==> config.mk <==
export PLATFORM = sky130hd
export DESIGN_NAME = boot_top
export DESIGN_NICKNAME = d
export VERILOG_FILES = /design/src/design/boot_pkg.sv /design/src/design/boot_fsm.sv /design/src/design/flash_wait_timer.sv /design/src/design/flash_read_port.sv /design/src/design/ram_write_port.sv /design/src/design/seg_decoder.sv /design/src/design/boot_top.sv
export SDC_FILE = /design/constraint.sdc
export NUM_CORES = 1
export LEC_CHECK = 0
export BUFFER_PORTS_ARGS = -buffer_cell sky130_fd_sc_hd__buf_2
export CAP_MARGIN = 30
export CORE_ASPECT_RATIO = 0.7
export CORE_MARGIN = 10
export CORE_UTILIZATION = 40
export CTS_CLUSTER_SIZE = 25
export DETAILED_ROUTE_END_ITERATION = 16
export PLACE_DENSITY = 0.62
export SYNTH_ARGS = -nofsm -noshare
export SYNTH_HDL_FRONTEND = slang
export SYNTH_SLANG_ARGS = --single-unit
==> constraint.sdc <==
create_clock -name raw_clk -period 2.4 [get_ports raw_clk]
set_input_delay 0.12 -clock raw_clk [delete_from_list [all_inputs] [get_ports raw_clk]]
set_output_delay 0.12 -clock raw_clk [all_outputs]
set_load 0.02 [all_outputs]
==> src/design/boot_pkg.sv <==
package boot_pkg;

	// Bus widths
	localparam int WORD_W = 16;
	localparam int ADDR_W = 16;
	localparam int FLASH_ADDR_W = 22;

	// Wide enough for a wait count of 1 to 15
	localparam int TIMER_W = 4;

	// One data word, flash side and RAM side alike
	typedef logic [WORD_W-1:0] word_t;

	// RAM word address, also used as the copy index
	typedef logic [ADDR_W-1:0] addr_t;

	// Flash word address
	typedef logic [FLASH_ADDR_W-1:0] flash_addr_t;

	// Instruction RAM write, address in the upper half
	typedef struct packed {
		addr_t addr;
		word_t data;
	} ram_write_t;

	// Copy sequencer states
	typedef enum logic [1:0] {
		IDLE  = 2'd0,
		READ  = 2'd1,
		WRITE = 2'd2,
		DONE  = 2'd3
	} boot_state_t;

endpackage

==> src/design/boot_fsm.sv <==
`timescale 1ns/10ps

module boot_fsm #(
	parameter int BOOT_WORDS = 24,
	parameter int FLASH_WAIT = 3
) (
	input  logic                         raw_clk,
	input  logic                         rst_n,
	input  logic                         wait_done,
	output logic                         read_start,
	output logic [boot_pkg::TIMER_W-1:0] load_value,
	output logic                         reading,
	output logic                         write_strobe,
	output boot_pkg::addr_t              index,
	output logic                         boot_done
);

	localparam boot_pkg::addr_t LAST_INDEX = boot_pkg::addr_t'(BOOT_WORDS - 1);
	localparam logic [boot_pkg::TIMER_W-1:0] WAIT_LOAD = FLASH_WAIT[boot_pkg::TIMER_W-1:0];

	boot_pkg::boot_state_t state;
	boot_pkg::boot_state_t state_next;
	logic last_word;

	assign last_word = (index == LAST_INDEX);

	always_comb begin
		state_next = state;
		case (state)
			boot_pkg::IDLE: begin
				state_next = boot_pkg::READ;
			end
			boot_pkg::READ: begin
				// Timer flags the final wait cycle
				if (wait_done) begin
					state_next = boot_pkg::WRITE;
				end
			end
			boot_pkg::WRITE: begin
				if (last_word) begin
					state_next = boot_pkg::DONE;
				end else begin
					state_next = boot_pkg::READ;
				end
			end
			boot_pkg::DONE: begin
				state_next = boot_pkg::DONE;
			end
			default: begin
				state_next = boot_pkg::IDLE;
			end
		endcase
	end

	// High whenever the next cycle is a READ cycle, so the
	// registered flash enables line up with the READ state
	assign reading = (state_next == boot_pkg::READ);

	// First cycle of a new read, loads the wait timer
	assign read_start = reading && (state != boot_pkg::READ);
	assign load_value = WAIT_LOAD;

	assign write_strobe = (state == boot_pkg::WRITE);
	assign boot_done = (state == boot_pkg::DONE);

	always_ff @(posedge raw_clk) begin
		if (!rst_n) begin
			state <= boot_pkg::IDLE;
			index <= '0;
		end else begin
			state <= state_next;
			// Index holds at the last word once copying ends
			if (write_strobe && !last_word) begin
				index <= index + 1'b1;
			end
		end
	end

endmodule

==> src/design/flash_wait_timer.sv <==
`timescale 1ns/10ps

module flash_wait_timer (
	input  logic                         raw_clk,
	input  logic                         rst_n,
	input  logic                         load,
	input  logic [boot_pkg::TIMER_W-1:0] load_value,
	output logic                         wait_done
);

	logic [boot_pkg::TIMER_W-1:0] count;

	always_ff @(posedge raw_clk) begin
		if (!rst_n) begin
			count <= '0;
		end else if (load) begin
			count <= load_value;
		end else if (count != '0) begin
			count <= count - 1'b1;
		end
	end

	// Count reads 1 in the last wait cycle, then parks at zero
	assign wait_done = (count == 1);

endmodule

==> src/design/flash_read_port.sv <==
`timescale 1ns/10ps

module flash_read_port (
	input  logic                  raw_clk,
	input  logic                  rst_n,
	input  logic                  reading,
	input  logic                  wait_done,
	input  boot_pkg::addr_t       index,
	input  boot_pkg::word_t       flash_data,
	output boot_pkg::flash_addr_t flash_addr,
	output logic                  flash_ce_n,
	output logic                  flash_oe_n,
	output boot_pkg::word_t       word
);

	logic read_active;

	// Chip and output enable move together for a plain read
	always_ff @(posedge raw_clk) begin
		if (!rst_n) begin
			read_active <= 1'b0;
		end else begin
			read_active <= reading;
		end
	end

	assign flash_ce_n = ~read_active;
	assign flash_oe_n = ~read_active;

	// Step to the following word once the current one is sampled,
	// the address is stable again before the next read starts
	always_ff @(posedge raw_clk) begin
		if (!rst_n) begin
			flash_addr <= '0;
		end else if (wait_done) begin
			flash_addr <= boot_pkg::flash_addr_t'(index) + 1'b1;
		end
	end

	// Data is valid at the end of the wait
	always_ff @(posedge raw_clk) begin
		if (wait_done) begin
			word <= flash_data;
		end
	end

endmodule

==> src/design/ram_write_port.sv <==
`timescale 1ns/10ps

module ram_write_port (
	input  logic                 raw_clk,
	input  logic                 rst_n,
	input  logic                 write_strobe,
	input  boot_pkg::addr_t      index,
	input  boot_pkg::word_t      word,
	output boot_pkg::ram_write_t ram_wr,
	output logic                 ram_we,
	output boot_pkg::addr_t      written
);

	// Address and data for the RAM strobe port
	always_ff @(posedge raw_clk) begin
		if (write_strobe) begin
			ram_wr.addr <= index;
			ram_wr.data <= word;
		end
	end

	// One cycle write pulse, following the strobe
	always_ff @(posedge raw_clk) begin
		if (!rst_n) begin
			ram_we <= 1'b0;
		end else begin
			ram_we <= write_strobe;
		end
	end

	// Words handed to the RAM so far
	always_ff @(posedge raw_clk) begin
		if (!rst_n) begin
			written <= '0;
		end else if (ram_we) begin
			written <= written + 1'b1;
		end
	end

endmodule

==> src/design/seg_decoder.sv <==
`timescale 1ns/10ps

module seg_decoder (
	input  logic [3:0] digit,
	output logic [6:0] seg
);

	// Bit 0 is segment a through bit 6 for segment g
	always_comb begin
		case (digit)
			4'h0: seg = 7'h3f;
			4'h1: seg = 7'h06;
			4'h2: seg = 7'h5b;
			4'h3: seg = 7'h4f;
			4'h4: seg = 7'h66;
			4'h5: seg = 7'h6d;
			4'h6: seg = 7'h7d;
			4'h7: seg = 7'h07;
			4'h8: seg = 7'h7f;
			4'h9: seg = 7'h6f;
			// Letters, b and d in lower case
			4'ha: seg = 7'h77;
			4'hb: seg = 7'h7c;
			4'hc: seg = 7'h39;
			4'hd: seg = 7'h5e;
			4'he: seg = 7'h79;
			4'hf: seg = 7'h71;
			default: seg = 7'h00;
		endcase
	end

endmodule

==> src/design/boot_top.sv <==
`timescale 1ns/10ps

module boot_top #(
	parameter int BOOT_WORDS = 24,
	parameter int FLASH_WAIT = 3
) (
	input  logic                  raw_clk,
	input  logic                  rst_n,
	output boot_pkg::flash_addr_t flash_addr,
	input  boot_pkg::word_t       flash_data,
	output logic                  flash_ce_n,
	output logic                  flash_oe_n,
	output boot_pkg::ram_write_t  ram_wr,
	output logic                  ram_we,
	output logic                  boot_done,
	output logic [6:0]            seg_hi,
	output logic [6:0]            seg_lo
);

	// Sequencer
	logic wait_done;
	logic read_start;
	logic [boot_pkg::TIMER_W-1:0] load_value;
	logic reading;
	logic write_strobe;
	boot_pkg::addr_t index;

	boot_fsm #(
		.BOOT_WORDS(BOOT_WORDS),
		.FLASH_WAIT(FLASH_WAIT)
	) __boot_fsm (
		.raw_clk(raw_clk),
		.rst_n(rst_n),
		.wait_done(wait_done),
		.read_start(read_start),
		.load_value(load_value),
		.reading(reading),
		.write_strobe(write_strobe),
		.index(index),
		.boot_done(boot_done)
	);

	flash_wait_timer __flash_wait_timer (
		.raw_clk(raw_clk),
		.rst_n(rst_n),
		.load(read_start),
		.load_value(load_value),
		.wait_done(wait_done)
	);

	// Flash
	boot_pkg::word_t flash_word;

	flash_read_port __flash_read_port (
		.raw_clk(raw_clk),
		.rst_n(rst_n),
		.reading(reading),
		.wait_done(wait_done),
		.index(index),
		.flash_data(flash_data),
		.flash_addr(flash_addr),
		.flash_ce_n(flash_ce_n),
		.flash_oe_n(flash_oe_n),
		.word(flash_word)
	);

	// Instruction RAM
	boot_pkg::addr_t written;

	ram_write_port __ram_write_port (
		.raw_clk(raw_clk),
		.rst_n(rst_n),
		.write_strobe(write_strobe),
		.index(index),
		.word(flash_word),
		.ram_wr(ram_wr),
		.ram_we(ram_we),
		.written(written)
	);

	// Progress display, low byte of the word count
	seg_decoder __seg_hi (
		.digit(written[7:4]),
		.seg(seg_hi)
	);

	seg_decoder __seg_lo (
		.digit(written[3:0]),
		.seg(seg_lo)
	);

endmodule

==> results.md <==
* Outcome: finished, final reports clean
* Post-synth ARST share at 0
* Fin nets at ~540
* Synth top cells by count: dfxtp_1 (63), nor2_1 (50), edfxtp_1 (48), xnor2_1 (22), nand2_1 (21)
* Drt drc at 0
* CTS sink count at roughly 110
* Wirelength per Cell at around 15 um
* Final core utilization at 0.5051
* WL final at 9692 um
* Worst reg2reg setup slack at between 0.2 and 0.25 ns
* Yosys top cell by area: edfxtp_1
* Initial core utilization at 0.4112
* Setup TNS at 0 ns
* Unique masters post-synth at 50
* Full die area at ~16000 sq um
* Top-area cell type share of the netlist area at 0.3160
* Capturing point of the worst reg2reg path: __boot_fsm.index[10]
* Drt pass-1 iters at 4
* Clk_skew at 0.008554 ns
* Hold_ws at around 0.25 ns
* ANT cells at 0
* Initial antenna violation count at 0
* Crit. End Element: register
* Remaining Overflow, GRT at 0
* Reg2Reg Depth at 5
* DIE HEIGHT at between 100 and 150 um
* Synth warnings at 0
* Final Setup Violations at 0
* GPL Wtd Cong at 0.8136
* Critical path's largest stage delay at 0.69 ns
* Leak pwr at between 2 and 2.5 nW
* Hold worst-path end: __flash_wait_timer.count[1]
* Slowest cell on crit path: o41a_1
* Least-Margin Pin Slew at around 0.65 ns
* Critical path required time at approximately 2.6 ns
* Die width at around 150 um
* Critical R2R Launch: __boot_fsm.index[5]
* Worst Path Arrival at approximately 2.4 ns
* Total of max-cap violations at 0
* DRT antenna net count at 0
* Placed insts at 630
* Setup WS post-layout at a little over 0.2 ns
* Worst ir drop on vdd at approximately 370 uV
* Clock transition at the registers of the reported paths at 0.07 ns
* Worst Hold Launch: rst_n
* Pwr dens at just under 700 nW/um^2
* RSZ-0062 raised after global routing: false
* Slew HR at 0.5649
* Row cnt at 32
* Post-CTS Repair Setup Buffers at 0
* Share of cells above drive strength 1 at 0.2358
* Routed vias at about 3200
* Layout area overhead at 22.83%
* Fillers at ~1000
* Global-route wire length before repair at 15770 um
* Largest cells by area after synthesis: edfxtp_1 (32%), dfxtp_1 (28%), ha_1 (5.2%)
* Finished Layout Cells at 662
* Pre-CTS setup slack at roughly 0.17 ns
* # IOs at 90
* Area of the multi-input gates at between 1500 and 2000 sq um
* Worst path cell trace: or4_4 > o41a_1 > nand3_1 > xor2_1 > nor2_1
* Top delay family on crit path: simple AND/OR/NAND/NOR gates
* Mean Syn Cell Area at approximately 11 sq um
* Setup Crit Path Kind: reg2reg
* Mapped cell area at approximately 4600 sq um
* Final hold violation count at 0
* Vias in the first global route at 3090
* Clock tree buffer depth at 2
* CTS Root Cell: clkbuf_16
* Post-synthesis cell count at 400
* Port bufs at 84
* GRT Total Usage at 0.1197
* Slew Limit Fails at 0
* DR vias/cell at approximately 4.8
* CTS tree: built
* Worst Hold Path Cells at 3
* Critical Path Start Type: register
* Core area at roughly 11000 sq um
* CP Max Fanout at 14
* Register Area at 2703 sq um
* Hold WC Path Type: in2reg
* Buf/Inv on CP at 0
* Period minus WS final at ~2.2 ns
* Worst-Skew Late Latency at ~0.34 ns
* Most used DFF post-synth: dfxtp_1
* Max Fclk at ~460 MHz
* Total CTS buffers at 9
* Initial detailed-routing violation count at between 150 and 200
* Post-synthesis sequential area ratio at 0.5926
* CTS HTree Levels at 3
* Number of synthesized register bits at roughly 110
* Number of enable flip-flop cells after synthesis at 48
* Most common cell in the netlist: dfxtp_1
* Hpwl dp at 6939 um
* Final Cycle Share at 0.9149
* Largest net degree at the start of global routing at 39
-- how the worst max path moves through the flow --
stage | start | endpoint | slack (ns) | cells past startpoint
floorplan | __boot_fsm.state[0] | __boot_fsm.index[14] | 0.32 | 7
global placement | __ram_write_port.ram_we | __seg_hi.seg[0] | 0.20 | 8
detailed placement | __ram_write_port.ram_we | __seg_hi.seg[0] | 0.17 | 8
CTS | __ram_write_port.ram_we | __seg_hi.seg[0] | 0.17 | 8
global route | __ram_write_port.written[0] | __seg_hi.seg[0] | 0.02 | 9
finish | __boot_fsm.index[5] | __boot_fsm.index[10] | 0.20 | 5
-- stage by stage --
stage	power, W	area (sq um)
6_report	0.003888	5602
3_3_place_gp	0.002469	5149
4_1_cts	0.003937	5599
2_1_floorplan	0.002364	4576
3_5_place_dp	0.002477	5149
5_1_grt	0.004044	5602
-- cells by family (layout without fill, tap and decap cells) --
group                      Yosys count  after routing  share of synthesized area
and+or+nand+nor                    123            123                     0.1317
DFF                                111            111                     0.5926
AOI/OAI and AO/OA                   50             50                    0.06886
buffers and inverters               42            147                    0.04225
xor gates and xnor gates            41             41                    0.07874
adders and majority gates           19             19                    0.05213
muxes                               13             13                    0.03292
other                                1              5                  0.0008223
-- cells in the final DEF, fill, tap and decap left out, types with 4 or more instances in the layout --
cell           instances
nand2_1               21
xor2_1                19
xnor2_1               22
and2_1                 4
a211oi_1              10
nor2_1                50
conb_1                 5
ha_1                  19
o21ai_0                7
a22oi_1                4
edfxtp_1              48
buf_4                 10
mux2i_1                6
nand3_1                8
a21oi_1               19
and3_1                 6
nand4_1                9
inv_1                 19
clkbuf_16             10
buf_2                 84
dlygate4sd3_1         16
mux2_1                 4
dfxtp_1               63
nor3_1                 9
-- tightest hold or removal path: stages --
cell and delay (ns):
buf_2 0.10, buf_4 0.19, o21a_1 0.12
-- sequential cells by signal (all words and copies together) (netlist names) --
name / count
__boot_fsm.index: 16
__ram_write_port.written: 8
__flash_read_port.word: 16
__boot_fsm.state: 2
__flash_wait_timer.count: 4
__seg_lo.seg: 7
__flash_read_port.read_active: 1
__ram_write_port.ram_wr: 32
__ram_write_port.ram_we: 1
__flash_read_port.flash_addr: 17
__seg_hi.seg: 7
-- where the power goes --
group          total, W  switching [W]  internal, W  leakage, nW
clock network   0.00144       0.000663     0.000774        0.142
registers       0.00210      0.0000365      0.00206        0.954
logic          0.000349       0.000226     0.000123         1.15
total           0.00389       0.000926      0.00296         2.25
-- layer usage --
layer	wire length (um)	vias to the layer above	track usage	part of all wire
met5	0	-	0	0
met4	72	0	0.03456	0.0074
met3	635	5	0.03900	0.066
met2	4265	89	0.1836	0.44
met1	4718	1480	0.1595	0.49
li1	-	1592	-	-
-- cell type report --
cell class,instances,area share
inverter,21,0.01407
sequential,111,0.4825
timing repair buffer,110,0.1170
multi-input combinational,251,0.3004
clock buffer,11,0.04534
clock inverter,5,0.006478
tap,153,0.03417
-- repair_timing --
action,CTS,global route
endpoints found under the setup margin,0,2
gates resized for setup,0,1
hold buffers,16,0
hold endpoints to repair,16,0
Note: power is estimated with default switching activity, not from simulation.
